## config.mk

```make
export PLATFORM = sky130hd
export DESIGN_NAME = instFetcher_flat
export DESIGN_NICKNAME = d
export VERILOG_FILES = /design/src/hw/memPkg.sv /design/src/hw/fetchReqIf.sv /design/src/hw/instFetcher.sv /design/src/flat_wrapper.sv
export SDC_FILE = /design/constraint.sdc
export NUM_CORES = 1
export LEC_CHECK = 0
export BUFFER_PORTS_ARGS = -buffer_cell sky130_fd_sc_hd__buf_2
export CAP_MARGIN = 20
export CORE_UTILIZATION = 51
export CTS_CLUSTER_SIZE = 14
export DETAILED_ROUTE_END_ITERATION = 8
export HOLD_SLACK_MARGIN = 0.03
export PLACE_DENSITY = 0.81
export SLEW_MARGIN = 10
export SYNTH_ARGS = -nofsm -noshare
export SYNTH_HDL_FRONTEND = slang
export SYNTH_SLANG_ARGS = --single-unit
export TNS_END_PERCENT = 20
```

## constraint.sdc

```tcl
create_clock -name clk -period 3.55 [get_ports clk]
set_clock_uncertainty 0.05 [all_clocks]
set_input_delay 0.71 -clock clk [delete_from_list [all_inputs] [get_ports clk]]
set_output_delay 0.71 -clock clk [all_outputs]
set_load 0.05 [all_outputs]
```

## src/hw/memPkg.sv

```systemverilog
package memPkg;

    localparam int ADDR_W     = 32;
    localparam int RAM_ADDR_W = 12;
    localparam int RAM_DEPTH  = 2 ** RAM_ADDR_W;
    localparam int DATA_W     = 32;
    localparam int BYTE_W     = 8;
    localparam int WORD_BYTES = DATA_W / BYTE_W;
    localparam int IDX_W      = $clog2(WORD_BYTES);

    // byte count of an access, legal values 1, 2 and 4
    localparam int LEN_W = 3;

    localparam logic [ADDR_W-1:0] PC_STEP  = 32'd4;
    localparam logic [ADDR_W-1:0] RESET_PC = 32'd0;

    // controller states
    localparam int STATE_W = 2;
    localparam logic [STATE_W-1:0] ST_IDLE  = 2'd0;
    localparam logic [STATE_W-1:0] ST_LOAD  = 2'd1;
    localparam logic [STATE_W-1:0] ST_STORE = 2'd2;
    localparam logic [STATE_W-1:0] ST_FETCH = 2'd3;

    // one word, seen whole or byte by byte (byte 0 at the lowest address)
    typedef union packed {
        logic [DATA_W-1:0]                 word;
        logic [WORD_BYTES-1:0][BYTE_W-1:0] bytes;
    } memWord_t;

endpackage

```

## src/hw/fetchReqIf.sv

```systemverilog
`timescale 1ns/100ps

interface fetchReqIf ();
    import memPkg::*;

    // en and addr are held until done
    logic              en;
    logic [ADDR_W-1:0] addr;

    // done is a single-cycle pulse, inst valid with it
    logic              done;
    memWord_t          inst;

    modport fetcher (
        output en,
        output addr,
        input  done,
        input  inst
    );

    modport ctrl (
        input  en,
        input  addr,
        output done,
        output inst
    );

endinterface

```

## src/hw/instFetcher.sv

```systemverilog
`timescale 1ns/100ps

module instFetcher (
    input  logic                      clk,
    input  logic                      rst,
    input  logic                      fetchEn,
    input  logic                      redirect,
    input  logic [memPkg::ADDR_W-1:0] redirectPc,
    output logic                      instValid,
    output logic [memPkg::ADDR_W-1:0] instPc,
    output memPkg::memWord_t          inst,
    fetchReqIf.fetcher                req
);
    import memPkg::*;

    logic [ADDR_W-1:0] pc;
    logic [ADDR_W-1:0] pendPc;
    logic              inFlight;
    logic              stale;

    assign req.en   = inFlight;
    assign req.addr = pc;

    always_ff @(posedge clk) begin
        if (rst) begin
            pc        <= RESET_PC;
            inFlight  <= 1'b0;
            stale     <= 1'b0;
            instValid <= 1'b0;
        end else begin
            instValid <= 1'b0;
            if (req.done) begin
                inFlight <= fetchEn;
                stale    <= 1'b0;
                // a redirect in the done cycle also drops this instruction
                if (redirect) begin
                    pc <= redirectPc;
                end else if (stale) begin
                    pc <= pendPc;
                end else begin
                    pc        <= pc + PC_STEP;
                    instValid <= 1'b1;
                end
            end else if (redirect) begin
                if (inFlight) begin
                    // old request stays on the bus until its done
                    stale <= 1'b1;
                end else begin
                    pc       <= redirectPc;
                    inFlight <= fetchEn;
                end
            end else if (!inFlight) begin
                inFlight <= fetchEn;
            end
        end
    end

    // redirect target kept while the stale fetch drains
    always_ff @(posedge clk) begin
        if (redirect && inFlight && !req.done)
            pendPc <= redirectPc;
    end

    always_ff @(posedge clk) begin
        if (req.done && !stale && !redirect) begin
            instPc <= pc;
            inst   <= req.inst;
        end
    end

endmodule

```

## src/flat_wrapper.sv

```systemverilog
// flat-port wrapper written by rule: the top's interface ports become plain ports
module instFetcher_flat import memPkg::*;
  (clk, rst, fetchEn, redirect, redirectPc, instValid, instPc, inst, req_en, req_addr, req_done, req_inst);
  fetchReqIf req_i ();
  input  logic clk;
  input  logic rst;
  input  logic fetchEn;
  input  logic redirect;
  input  logic [memPkg::ADDR_W-1:0] redirectPc;
  output logic instValid;
  output logic [memPkg::ADDR_W-1:0] instPc;
  output memPkg::memWord_t inst;
  output wire logic [$bits(req_i.en)-1:0] req_en;
  output wire logic [$bits(req_i.addr)-1:0] req_addr;
  input wire logic [$bits(req_i.done)-1:0] req_done;
  input wire logic [$bits(req_i.inst)-1:0] req_inst;
  assign req_en = req_i.en;
  assign req_addr = req_i.addr;
  assign req_i.done = req_done;
  assign req_i.inst = req_inst;
  instFetcher u_core (.clk(clk), .rst(rst), .fetchEn(fetchEn), .redirect(redirect), .redirectPc(redirectPc), .instValid(instValid), .instPc(instPc), .inst(inst), .req(req_i));
endmodule
```

### Word level (Yosys, flattened, before mapping)

Cells that the tools add are included.

* bits in registers: 131
* logic and storage cells: 30

* reductions and logical operators: 12
* add/subtract/negate cells: 1
* multiplexer cells: 8
* bitwise gates (word level): 1
* equal/unequal tests: 1

Operator list (count)
* $mux 32: 5
* $add 32x3->32 const B: 1
* $logic_and 1x1->1: 4
* $reduce_and 2->1: 2
* $logic_not 1->1: 3
* $mux 1: 3
* $reduce_or 3->1: 1
* $ne 2x2->1 const B: 1
* $reduce_bool 2->1: 1
* $reduce_or 2->1: 1
* $not 1->1: 1

### Longest topological paths before layout

* depth after elaboration: 4
* gate-level depth with buffers: 7

### Worst setup path after synthesis

No wires, ideal clock.

* path type: input -> register
* start point: in req_done
* end point: reg u_core.pc[13], in the netlist u_core.req.addr[13]
* path buffers: 0
* required time: 3.386 ns
* stages: 5
* path slack: 0.389 ns
* arrival time: 2.997 ns
* cells stage by stage: nor2b_1 nand2_1 inv_1 o41ai_1 a2111oi_0

* word-level cells in the longest chain between the ends: 2
* elaborated cells between the ends (all ways): 4
* classes of those cells: eq/ne (1); mux (1); reduce/logical (2)

Ends and longest elaborated chain
* start, declared: RTL line flat_wrapper.sv:15 `input wire logic [$bits(req_i.done)-1:0] req_done;`
* $ne 2x2->1 (no source line) / $reduce_bool 2->1 (equally long branches)
* $reduce_and 2->1 (no source line)
* end signal, assigned: RTL line instFetcher.sv:37 `pc <= redirectPc;`
* end signal, assigned: RTL line instFetcher.sv:39 `pc <= pendPc;`
* end signal, assigned: RTL line instFetcher.sv:41 `pc <= pc + PC_STEP;`
* end, declared: RTL line instFetcher.sv:16 `logic [ADDR_W-1:0] pc;`

Parallel ways exist; a longest one is shown, timed or not.
A chain may end at the register's enable or synchronous reset.

### Final worst setup path

* start point: in redirect
* end point: reg u_core.pc[15], in the netlist u_core.req.addr[15]

* word-level cells in the longest chain between the ends: 2
* elaborated cells between the ends (all ways): 4
* classes of those cells: mux (2); reduce/logical (2)

Ends and longest elaborated chain
* start, declared: RTL line flat_wrapper.sv:8 `input logic redirect;`
* $mux 32 / $reduce_bool 2->1 (equally long branches)
* $mux 32 / $reduce_and 2->1 (equally long branches)

Parallel ways exist; a longest one is shown, timed or not.

==> results_dict.tcl <==
set metrics [dict create \
    grt_max_degree 48 \
    worstMarginPinSlew_ns 0.957 \
    ys.flop_type "edfxtp_1" \
    ys_ff_latch 131 \
    areaGrowthSynthToFinish_pct 29.3 \
    synth_edf_count 96 \
    total_power_mw 3.98 \
    cts_tree "built" \
    place_worst_setup_slack_ns 0.828 \
    r2r-start "u_core.req.en" \
    antenna_found_initial 0 \
    vias 4316 \
    ctsHoldBuffers 0 \
    grt_pass1_vias 4015 \
    numCtsBuffers 17 \
    fin_ws_ns 1.32 \
    synth_warnings 0 \
    start_util_pct 53.6 \
    wl_per_cell_um 17.9 \
    crit_path_end_kind "register" \
    ctsResizeCount 0 \
    r2r_setup_slack_ns 1.35 \
    fillers 728 \
    highest_layer "met4" \
    syn_area_um2 5330 \
    hp-start "req_inst[7]" \
    crit_required_ns 3.87 \
    fin_crit_sh_pct 62.9 \
    setup_violations 0 \
    period_needed_ns 2.23 \
    slew_headroom_pct 35.5 \
    nets 678 \
    utilization_pct 69.3 \
    dpl.hpwl_um 9210 \
    worstPathCellList "buf_2, a21o_1, nand4_1, a221oi_1, nor4_1" \
    ys_seq_area_share_pct 67.2 \
    cts_num_sinks 131 \
    synth_nets 504 \
    core_area_um2 9950 \
    hold_slack_ns 0.315 \
    dpl.cell_count 722 \
    syn_avg_cell_area_um2 12.3 \
    dr.pass1.iters 5 \
    worstSetupPathType "primary input to register" \
    io_buffers 166 \
    worstRegToRegCells 5 \
    slowest_stage "a21o_1" \
    initialDrtViolationCount 294 \
    wl_met1_um 5760 \
    leakage_nw 2.75 \
    synth.distinct_cells 51 \
    reg2reg_to "u_core.req.addr[13]" \
    ir_drop_mv 0.301 \
    die_area_um2 10900 \
    vias_per_cell 5.72 \
    clk_pin_slew_ns 0.06 \
    postCtsSetupRepairBufs 0 \
    diodes 0 \
    track_usage_pct 25.3 \
    cp_max_fo 29 \
    slew_viol_final 0 \
    fp.dieH_um 104 \
    final_common_cell "buf_2" \
    max_cap_viol_count 0 \
    min_path_type "primary input to register" \
    overflow 0 \
    die_x_um 104 \
    layout_common_cells "buf_2 (166), edfxtp_1 (96), dfxtp_1 (35)" \
    hold_end "u_core.inst[7]" \
    cts_htree_levels 4 \
    arrival_ns 2.55 \
    hold_path_depth 1 \
    finalHoldViolations 0 \
    layoutNonFillerInstCount 754 \
    fin_area_um2 6900 \
    pwr_density_cell_nw_per_um2 576 \
    place_area_um2 6320 \
    ant_nets 0 \
    gp_congestion 0.883 \
    async_reset_ff_share_pct 0 \
    synthCells 434 \
    tns_ns 0 \
    cts_buffer_depth 2 \
    rsz0062_at_grt "false" \
    wl_met3_um 1170 \
    outcome "finished, final reports clean" \
    std_cell_rows 36 \
    root_buffer "clkbuf_8" \
    slowest_delay_ns 0.73 \
    io_pins 167 \
    wl_met2_um 6420 \
    wirelength_um 13500 \
    drive_gt1_share_pct 35.6 \
    clkLatencyLatePin_ns 0.52 \
    grt_pass1_wl_um 21000 \
    drc 0 \
    startpoint_type "primary input" \
    fmax_mhz 448 \
]
==> how the worst max path moves through the flow <==
stage                              from                   to  slack, ns  depth (start not counted)
after floorplan                req_done  u_core.req.addr[13]       0.39                          5
after detailed placement       redirect  u_core.req.addr[15]       0.83                          5
after global routing      u_core.req.en  u_core.req.addr[13]       1.14                          5
after CTS                 u_core.req.en  u_core.req.addr[13]       1.33                          5
final                          redirect  u_core.req.addr[15]       1.32                          5
after global placement         redirect  u_core.req.addr[17]       0.96                          6
==> metal layers <==
layer  vias up  track usage, %
met1      1998            33.2
met5         -               0
li1       2014               -
met3        23            6.33
met4         0            8.88
met2       281            40.8
==> cell usage after synthesis (all sizes together) (7+ instances only) <==
master | n | area (µm²)
clkbuf | 19 | 72.6
dfxtp | 35 | 701
a221oi | 7 | 61.3
o22ai | 8 | 50.1
nor3 | 15 | 86.3
nand3 | 16 | 85.1
edfxtp | 96 | 2880
nand2 | 34 | 128
and3 | 10 | 62.6
a21oi | 29 | 145
nor4 | 13 | 93.8
nand4 | 11 | 83.8
o21ai | 26 | 130
nor2 | 33 | 124
a21o | 7 | 52.6
a211oi | 14 | 105
inv | 8 | 30.0
==> cell families after synthesis <==
group / share of synthesized area (%)
xor gates and xnor gates: 1.97
DFF: 67.2
AOI/OAI and AO/OA: 13.0
buffers and inverters: 2.46
adders and majority gates: 0.235
and+or+nand+nor: 14.3
muxes: 0.774
==> power breakdown <==
part           internal [mW]  switching [mW]  total [mW]
combinational          0.135           0.374       0.509
sequential              1.73          0.0677        1.79
clock                   1.00           0.669        1.67
total                   2.86            1.11        3.98
==> worst max-delay path: cells and delay by family <==
family	cells	cell delay, ns
AOI/OAI and AO/OA	2	1.09
buffers and inverters	1	0.45
and+or+nand+nor	2	0.29
==> registers in the layout, indices dropped and copies added (netlist names) <==
name / flops
u_core.stale: 1
u_core.req.en: 1
u_core.instPc: 32
u_core.instValid: 1
u_core.pendPc: 32
u_core.inst: 32
u_core.req.addr: 32
==> cell type report <==
cell class / count / area (µm²) / share of cell area, %
clock buffer: 17 / 414 / 6.01
timing repair buffer: 179 / 928 / 13.5
sequential: 131 / 3580 / 52.0
inverter: 8 / 30.0 / 0.435
multi-input combinational: 271 / 1620 / 23.4
tap: 133 / 166 / 2.41
clock inverter: 15 / 156 / 2.27
(Power assumes the default switching activity.)
