--- src/hw/memPkg.sv ---
package memPkg;

    localparam int ADDR_W     = 32;
    localparam int RAM_ADDR_W = 12;
    localparam int RAM_DEPTH  = 2 ** RAM_ADDR_W;
    localparam int DATA_W     = 32;
    localparam int BYTE_W     = 8;
    localparam int WORD_BYTES = DATA_W / BYTE_W;
    localparam int IDX_W      = $clog2(WORD_BYTES);

    // byte count of an access, legal values 1, 2 and 4
    localparam int LEN_W = 3;

    localparam logic [ADDR_W-1:0] PC_STEP  = 32'd4;
    localparam logic [ADDR_W-1:0] RESET_PC = 32'd0;

    // controller states
    localparam int STATE_W = 2;
    localparam logic [STATE_W-1:0] ST_IDLE  = 2'd0;
    localparam logic [STATE_W-1:0] ST_LOAD  = 2'd1;
    localparam logic [STATE_W-1:0] ST_STORE = 2'd2;
    localparam logic [STATE_W-1:0] ST_FETCH = 2'd3;

    // one word, seen whole or byte by byte (byte 0 at the lowest address)
    typedef union packed {
        logic [DATA_W-1:0]                 word;
        logic [WORD_BYTES-1:0][BYTE_W-1:0] bytes;
    } memWord_t;

endpackage

--- src/hw/ramBusIf.sv ---
`timescale 1ns/100ps

interface ramBusIf ();
    import memPkg::*;

    logic [RAM_ADDR_W-1:0] addr;
    logic [BYTE_W-1:0]     wdata;
    logic [BYTE_W-1:0]     rdata;
    logic                  write;

    modport ctrl (
        output addr,
        output wdata,
        output write,
        input  rdata
    );

    modport ram (
        input  addr,
        input  wdata,
        input  write,
        output rdata
    );

endinterface

--- src/hw/fetchReqIf.sv ---
`timescale 1ns/100ps

interface fetchReqIf ();
    import memPkg::*;

    // en and addr are held until done
    logic              en;
    logic [ADDR_W-1:0] addr;

    // done is a single-cycle pulse, inst valid with it
    logic              done;
    memWord_t          inst;

    modport fetcher (
        output en,
        output addr,
        input  done,
        input  inst
    );

    modport ctrl (
        input  en,
        input  addr,
        output done,
        output inst
    );

endinterface

--- src/hw/memCtrl.sv ---
`timescale 1ns/100ps

module memCtrl (
    input  logic                      clk,
    input  logic                      rst,
    input  logic                      rdy,
    input  logic                      ioBufferFull,
    input  logic                      dataEn,
    input  logic                      dataStore,
    input  logic                      dataUnsigned,
    input  logic [memPkg::LEN_W-1:0]  dataLen,
    input  logic [memPkg::ADDR_W-1:0] dataAddr,
    input  logic [memPkg::DATA_W-1:0] dataWdata,
    output logic                      dataDone,
    output memPkg::memWord_t          dataRdata,
    fetchReqIf.ctrl                   fetch,
    ramBusIf.ctrl                     ram
);
    import memPkg::*;

    logic [STATE_W-1:0]    state;
    logic [LEN_W-1:0]      stage;
    logic [LEN_W-1:0]      len;
    logic [RAM_ADDR_W-1:0] baseAddr;
    logic                  isUnsigned;
    memWord_t              storeWord;
    memWord_t              asmWord;
    memWord_t              mergedWord;
    memWord_t              extWord;
    logic [LEN_W-1:0]      addrOffset;
    logic [IDX_W-1:0]      inIdx;
    logic                  active;
    logic                  accept;
    logic                  lastStep;
    logic                  signBit;

    // a store also waits on the output buffer
    assign active = rdy && !(state == ST_STORE && ioBufferFull);

    // no accept while a done pulse is out, the client still shows its old request
    assign accept = (state == ST_IDLE) && rdy && !dataDone && !fetch.done
                    && (dataEn || fetch.en);

    // loads and fetches need one more step for the last byte to come back
    assign lastStep = (state == ST_STORE) ? (stage == len - 1'b1) : (stage == len);

    always_comb begin
        addrOffset = stage;
        // stalled: re-read the byte in flight so rdata keeps it
        if (!rdy && stage != '0)
            addrOffset = stage - 1'b1;
    end

    assign ram.addr  = baseAddr + RAM_ADDR_W'(addrOffset);
    assign ram.wdata = storeWord.bytes[stage[IDX_W-1:0]];
    assign ram.write = (state == ST_STORE) && active;

    // byte arriving now belongs to the previous stage
    assign inIdx = IDX_W'(stage - 1'b1);

    always_comb begin
        mergedWord = asmWord;
        mergedWord.bytes[inIdx] = ram.rdata;
    end

    always_comb begin
        signBit = 1'b0;
        extWord = mergedWord;
        if (len == LEN_W'(1)) begin
            signBit = !isUnsigned && mergedWord.bytes[0][BYTE_W-1];
            extWord.word = {{(DATA_W - BYTE_W){signBit}}, mergedWord.bytes[0]};
        end else if (len == LEN_W'(2)) begin
            signBit = !isUnsigned && mergedWord.bytes[1][BYTE_W-1];
            extWord.word = {{(DATA_W - 2 * BYTE_W){signBit}},
                            mergedWord.bytes[1], mergedWord.bytes[0]};
        end
    end

    always_ff @(posedge clk) begin
        if (rst) begin
            state      <= ST_IDLE;
            stage      <= '0;
            dataDone   <= 1'b0;
            fetch.done <= 1'b0;
        end else begin
            dataDone   <= 1'b0;
            fetch.done <= 1'b0;
            if (accept) begin
                stage <= '0;
                // data wins over fetch
                if (dataEn)
                    state <= dataStore ? ST_STORE : ST_LOAD;
                else
                    state <= ST_FETCH;
            end else if (state != ST_IDLE && active) begin
                if (lastStep) begin
                    state <= ST_IDLE;
                    stage <= '0;
                    if (state == ST_FETCH)
                        fetch.done <= 1'b1;
                    else
                        dataDone <= 1'b1;
                end else begin
                    stage <= stage + 1'b1;
                end
            end
        end
    end

    // request fields latched at accept
    always_ff @(posedge clk) begin
        if (accept) begin
            if (dataEn) begin
                baseAddr       <= dataAddr[RAM_ADDR_W-1:0];
                len            <= dataLen;
                isUnsigned     <= dataUnsigned;
                storeWord.word <= dataWdata;
            end else begin
                baseAddr <= fetch.addr[RAM_ADDR_W-1:0];
                len      <= LEN_W'(WORD_BYTES);
            end
        end
    end

    always_ff @(posedge clk) begin
        if ((state == ST_LOAD || state == ST_FETCH) && active && stage != '0)
            asmWord <= mergedWord;
        if (active && lastStep && state == ST_LOAD)
            dataRdata <= extWord;
        if (active && lastStep && state == ST_FETCH)
            fetch.inst <= mergedWord;
    end

endmodule

--- src/flat_wrapper.sv ---
// flat-port wrapper written by rule: the top's interface ports become plain ports
module memCtrl_flat import memPkg::*;
  (clk, rst, rdy, ioBufferFull, dataEn, dataStore, dataUnsigned, dataLen, dataAddr, dataWdata, dataDone, dataRdata, fetch_en, fetch_addr, fetch_done, fetch_inst, ram_addr, ram_wdata, ram_write, ram_rdata);
  fetchReqIf fetch_i ();
  ramBusIf ram_i ();
  input  logic clk;
  input  logic rst;
  input  logic rdy;
  input  logic ioBufferFull;
  input  logic dataEn;
  input  logic dataStore;
  input  logic dataUnsigned;
  input  logic [memPkg::LEN_W-1:0] dataLen;
  input  logic [memPkg::ADDR_W-1:0] dataAddr;
  input  logic [memPkg::DATA_W-1:0] dataWdata;
  output logic dataDone;
  output memPkg::memWord_t dataRdata;
  input wire logic [$bits(fetch_i.en)-1:0] fetch_en;
  input wire logic [$bits(fetch_i.addr)-1:0] fetch_addr;
  output wire logic [$bits(fetch_i.done)-1:0] fetch_done;
  output wire logic [$bits(fetch_i.inst)-1:0] fetch_inst;
  output wire logic [$bits(ram_i.addr)-1:0] ram_addr;
  output wire logic [$bits(ram_i.wdata)-1:0] ram_wdata;
  output wire logic [$bits(ram_i.write)-1:0] ram_write;
  input wire logic [$bits(ram_i.rdata)-1:0] ram_rdata;
  assign fetch_i.en = fetch_en;
  assign fetch_i.addr = fetch_addr;
  assign fetch_done = fetch_i.done;
  assign fetch_inst = fetch_i.inst;
  assign ram_addr = ram_i.addr;
  assign ram_wdata = ram_i.wdata;
  assign ram_write = ram_i.write;
  assign ram_i.rdata = ram_rdata;
  memCtrl u_core (.clk(clk), .rst(rst), .rdy(rdy), .ioBufferFull(ioBufferFull), .dataEn(dataEn), .dataStore(dataStore), .dataUnsigned(dataUnsigned), .dataLen(dataLen), .dataAddr(dataAddr), .dataWdata(dataWdata), .dataDone(dataDone), .dataRdata(dataRdata), .fetch(fetch_i), .ram(ram_i));
endmodule
--- config.mk ---
export PLATFORM = sky130hd
export DESIGN_NAME = memCtrl_flat
export DESIGN_NICKNAME = d
export VERILOG_FILES = /design/src/hw/memPkg.sv /design/src/hw/ramBusIf.sv /design/src/hw/fetchReqIf.sv /design/src/hw/memCtrl.sv /design/src/flat_wrapper.sv
export SDC_FILE = /design/constraint.sdc
export NUM_CORES = 1
export LEC_CHECK = 0
export BUFFER_PORTS_ARGS = -buffer_cell sky130_fd_sc_hd__buf_2
export CAP_MARGIN = 20
export CORE_ASPECT_RATIO = 1.2
export CORE_MARGIN = 2
export CORE_UTILIZATION = 35
export CTS_BUF_LIST = sky130_fd_sc_hd__clkbuf_2 sky130_fd_sc_hd__clkbuf_4 sky130_fd_sc_hd__clkbuf_8
export DETAILED_ROUTE_END_ITERATION = 7
export PLACE_DENSITY_LB_ADDON = 0.1
export SETUP_SLACK_MARGIN = 0.4
export SLEW_MARGIN = 30
export SYNTH_ARGS = -nofsm -noshare
export SYNTH_HDL_FRONTEND = slang
export SYNTH_SLANG_ARGS = --single-unit
--- constraint.sdc ---
create_clock -name clk -period 4.3 [get_ports clk]
set_input_delay 0.215 -clock clk [delete_from_list [all_inputs] [get_ports clk]]
set_output_delay 0.215 -clock clk [all_outputs]
set_load 0.005 [all_outputs]
=== Word-level counts from Yosys, hierarchy flattened ===
Index checks and enable logic that the tools add are counted.

* $add $sub $neg: 4
* $lt $le $gt $ge: 3
* Equality and inequality tests: 7
* Muxes and demuxes: 18
* Bitwise gates (word level): 2
* Reduce and logical (&&, ||, !) cells: 33

{| class="wikitable"
|+ Operator list
! operator !! count
|-
| $mux 32 || 2
|-
| $bwmux 32 || 1
|-
| $logic_and 1x1->1 || 17
|-
| $bmux 8 s2 || 1
|-
| $demux 8 s2 || 1
|-
| $mux 8 || 2
|-
| $add 12x3->12 || 1
|-
| $mux 12 || 1
|-
| $mux 2 || 5
|-
| $eq 3x3->1 || 2
|-
| $lt 2x3->1 const B || 2
|-
| $mux 3 || 2
|-
| $reduce_bool 2->1 || 3
|-
| $sub 3x1->3 const B || 2
|-
| $logic_not 1->1 || 5
|-
| $eq 2x2->1 const B || 2
|-
| $reduce_and 2->1 || 2
|-
| $reduce_or 4->1 || 1
|-
| $add 3x1->3 const B || 1
|-
| $eq 3x1->1 const B || 1
|-
| $eq 3x2->1 const B || 1
|-
| $mux 1 || 3
|-
| $reduce_bool 3->1 || 1
|-
| $eq 2x1->1 const B || 1
|-
| 5 further kinds || 7
|}

* Flip-flop bits (word level): 151
* Input port bits: 115
* Output and inout port bits: 87
* Word-level logic and storage cells: 78

=== Longest topological paths before layout ===
* Depth in word-level cells: 9
* Mapped depth: 13
* Gate-level depth less buffers: 12

=== Worst setup path after synthesis ===
OpenSTA, ideal clock, no wires.

* Kind: reg-to-reg
* From: register u_core.len[0]
* To: register u_core.dataRdata[0] in the netlist's numbering, enable pin
* Library setup time: 461 ps
* Arrival time: 3576 ps
* Data required time: 3839 ps
* Slack: 263 ps
* Cell stages (with the launch flop): 8
* Path buffers: 0
* Period minus slack after synthesis: 4037 ps
* Cells stage by stage: edfxtp_1 inv_1 ha_1 inv_1 nor4_1 nor3_2 or2_4 nor3_1

* Word-level cells in the longest chain between the ends: 5
* Elaborated cells between the ends (all ways): 6
* Those cells by class: 1 x add/sub; 2 x eq/ne; 1 x mux; 2 x reduce/logical

{| class="wikitable"
|+ Ends and longest elaborated chain
! element !! line !! RTL
|-
| start, declared || memCtrl.sv:23 || <nowiki>logic [LEN_W-1:0] len;</nowiki>
|-
| start signal, assigned || memCtrl.sv:115 || <nowiki>len <= dataLen;</nowiki>
|-
| start signal, assigned || memCtrl.sv:120 || <nowiki>len <= LEN_W'(WORD_BYTES);</nowiki>
|-
| $sub 3x1->3 || memCtrl.sv:45 || <nowiki>assign lastStep = (state == ST_STORE) ? (stage == len - 1'b1) : (stage == len);</nowiki>
|-
| $eq 3x3->1 || memCtrl.sv:45 ||
|-
| $mux 1 * || memCtrl.sv:45 ||
|-
| $logic_and 1x1->1 * (2 in series) || memCtrl.sv:128 || <nowiki>if (active && lastStep && state == ST_LOAD)</nowiki>
|-
| end signal, assigned || memCtrl.sv:129 || <nowiki>dataRdata <= extWord;</nowiki>
|-
| end, declared || memCtrl.sv:15 || <nowiki>output memPkg::memWord_t dataRdata,</nowiki>
|}

Every way passes the cells marked *; elsewhere a longest branch is shown, timed or not.
A chain may end at the register's enable or synchronous reset.

=== Worst setup path after layout ===
* From: register u_core.stage[0]
* To: output ram_addr[11]

* Word-level cells in the longest chain between the ends: 4
* Elaborated cells between the ends (all ways): 5
* Those cells by class: 2 x add/sub; 1 x mux; 2 x reduce/logical

{| class="wikitable"
|+ Ends and longest elaborated chain
! element !! line !! RTL
|-
| start, declared || memCtrl.sv:22 || <nowiki>logic [LEN_W-1:0] stage;</nowiki>
|-
| start signal, assigned || memCtrl.sv:104 || <nowiki>stage <= stage + 1'b1;</nowiki>
|-
| parallel branches: the longest is 2 deep, another holds $sub 3x1->3 || - ||
|-
| $mux 3 * || memCtrl.sv:50 || <nowiki>if (!rdy && stage != '0)</nowiki>
|-
| $add 12x3->12 * || memCtrl.sv:54 || <nowiki>assign ram.addr = baseAddr + RAM_ADDR_W'(addrOffset);</nowiki>
|-
| end, declared || flat_wrapper.sv:22 || <nowiki>output wire logic [$bits(ram_i.addr)-1:0] ram_addr;</nowiki>
|}

Every way passes the cells marked *.

==> out/metrics.cfg <==
[logic_synthesis]
synth_warnings = 0
synth_edf_count = 144
ys_seq_elements = 151
netlist_area_um2 = 6160
synth.distinct_cells = 41
synthCells = 369
synth_async_sr_flop_share = 0
syn_nets = 496
ys_seq_area_frac = 0.725
synth_flop_cell = edfxtp_1
avgSynthCellArea_um2 = 16.7

[clocking]
h-tree-depth = 4
insertion_delay_ps = 460
clk_path_buf_depth = 2
postCtsSetupRepairBufs = 0
tritoncts = built
clkTransAtPathRegs_ps = 80
cts.sinks = 151
root_buffer = clkbuf_8
cts_buffers = 17

[timing]
setup_tns_ps = 0
post-route-period-util = 0.819
relSlewSlack = 0.497
setup_violations = 0
rsz0062_at_grt = false
min_period_ps = 3520
fmax_mhz = 284
drv_slew = 0
worst_slew_pin_slew_ps = 752
skew_ps = 13.2
hold_viol = 0

[grt]
grt_overflow = 0
grt_pass1_vias = 4060
grt_max_degree = 34
grt_usage = 0.151
grt_pass1_wl_um = 21400
antenna_found_initial = 0

[layout]
area_delta_synth_final_pct = 31.1
final_area_um2 = 8080
antenna_cells = 0
mostFrequentLayoutCells = buf_2 (161), edfxtp_1 (144), dlygate4sd3_1 (35), mux2_2 (30), a21oi_1 (22)
fillerInstances = 1580
drive_gt1_frac = 0.428
num-nets-final = 707
multi_input_area_um2 = 1610
final_common_cell = buf_2
regArea_um2 = 4460

[setup_path]
critPathBufInv = 2
reg2reg_depth = 6
crit_top_cell = ha_1
arrival_ps = 3310
path_delay_family = adder cells
path_class = reg -> out
critPathLaunchType = flop
cp.depth = 10
crit_required_ps = 4090
cp_max_fo = 9
max_stage_delay_ps = 490
path_cells = inv_2 > ha_1 > nor2b_1 > mux2_1 > ha_1 > a21oi_1 > nor3b_1 > nand4_1 > xnor2_1 > buf_2
end_kind = output port
crit_slowest_cell = ha_1

[drt]
drt_iter0_drc = 209
drtAntennaViolNets = 0
drc = 0
totalWireLength_um = 13500
dr.pass1.iters = 4
wire_per_inst_um = 16.6
vias = 3861
avgViaCountPerCell = 4.75

[outcome]
outcome = completed

[power]
ir_worst_vdd_v = 0.000184
leakagePower_nw = 3.02
powerDensity_nw_per_um2 = 374

[floorplanning]
coreArea_um2 = 17400
rows = 53
die_w_um = 125
dieHeight_um = 149
die_area_um2 = 18700
ioPinCount = 202
start_util = 0.354

[worst_hold_path]
holdPathStages = 2
hold_path.class = in -> reg

[flow_run]
maxCapViolCount = 0

[placed_design]
dpl.hpwl_um = 8830
gp_congestion = 0.725
numPortBuffers = 161
placed_cell_area_um2 = 7310

==> layer usage <==
metal,vias up,track usage,share of wire
li1,1822,-,-
met1,1883,0.177,0.42
met2,139,0.258,0.49
met3,17,0.0506,0.070
met4,0,0.0567,0.017
met5,-,0,0
==> cells by family after synthesis <==
family	share of synthesized area
muxes	0.112
adders and majority gates	0.0256
xor gates and xnor gates	0.0199
DFF	0.725
AOI/OAI and AO/OA	0.0502
buffers and inverters	0.0195
and+or+nand+nor	0.0484
==> final timing paths <==
check | endpoint | from | slack [ps]
max | ram_addr[11] | u_core.stage[0] | 780
min reg2reg | u_core.fetch.inst[9] | u_core.asmWord[9] | 560
max reg2reg | u_core.dataRdata[26] | u_core.stage[1] | 1730
min | u_core.baseAddr[6] | fetch_addr[6] | 40
==> where the power goes <==
group          internal, mW  total, mW  leakage [nW]  switching (mW)
logic                 0.125      0.244          1.47           0.119
registers              1.65       1.66          1.37          0.0166
clock network         0.536       1.11         0.190           0.578
==> layout make-up <==
| class | instances | share of cell area |
|---|---|---|
| Sequential cell | 151 | 0.553 |
| Multi-Input combinational cell | 187 | 0.199 |
| Timing Repair Buffer | 207 | 0.156 |
| Tap cell | 220 | 0.0341 |
| Clock buffer | 18 | 0.0299 |
| Clock inverter | 14 | 0.0203 |
| Inverter | 16 | 0.00744 |
==> cell usage after synthesis, types with 4 or more instances <==
cell,count,area [µm²]
mux2i_1,9,90.1
nor2b_1,5,31.3
xor2_1,4,35.0
xnor2_1,10,87.6
nor2_1,9,33.8
o21ai_1,16,80.1
mux2_2,30,338
edfxtp_1,144,4320
inv_1,14,52.6
mux2_1,7,78.8
o21ai_0,11,55.1
dfxtp_1,7,140
ha_1,11,138
clkbuf_1,11,41.3
a21oi_1,22,110
mux4_2,8,180
nand2_1,12,45.0
==> per-stage QoR <==
step | hold slack (ps) | utilization | power [mW] | worst slack [ps] | cells
6_report | 37.7 | 0.465 | 3.02 | 779 | 813
5_1_grt | 17.3 | 0.465 | 3.15 | 444 | 813
4_1_cts | 8.76 | 0.464 | 3.06 | 712 | 812
3_5_place_dp | 393 | 0.421 | 1.92 | 1240 | 745
3_3_place_gp | 391 | 0.419 | 1.91 | 1240 | 744
2_1_floorplan | 287 | - | 1.82 | 263 | 369
==> flip-flops by register name, indices dropped and copies added, names as in the netlist <==
name and cells:
u_core.storeWord 32, u_core.baseAddr 12, u_core.asmWord 32, u_core.stage 3
u_core.len 3, u_core.dataDone 1, u_core.fetch.inst 32, u_core.isUnsigned 1
u_core.dataRdata 32, u_core.fetch.done 1, u_core.state 2
==> timing repair <==
action / 4_1_cts / 5_1_grt
gates resized for setup: 0 / 0
hold endpoints to repair: 36 / 0
hold buffers: 35 / 0
Power figures use the tool's default switching activity.
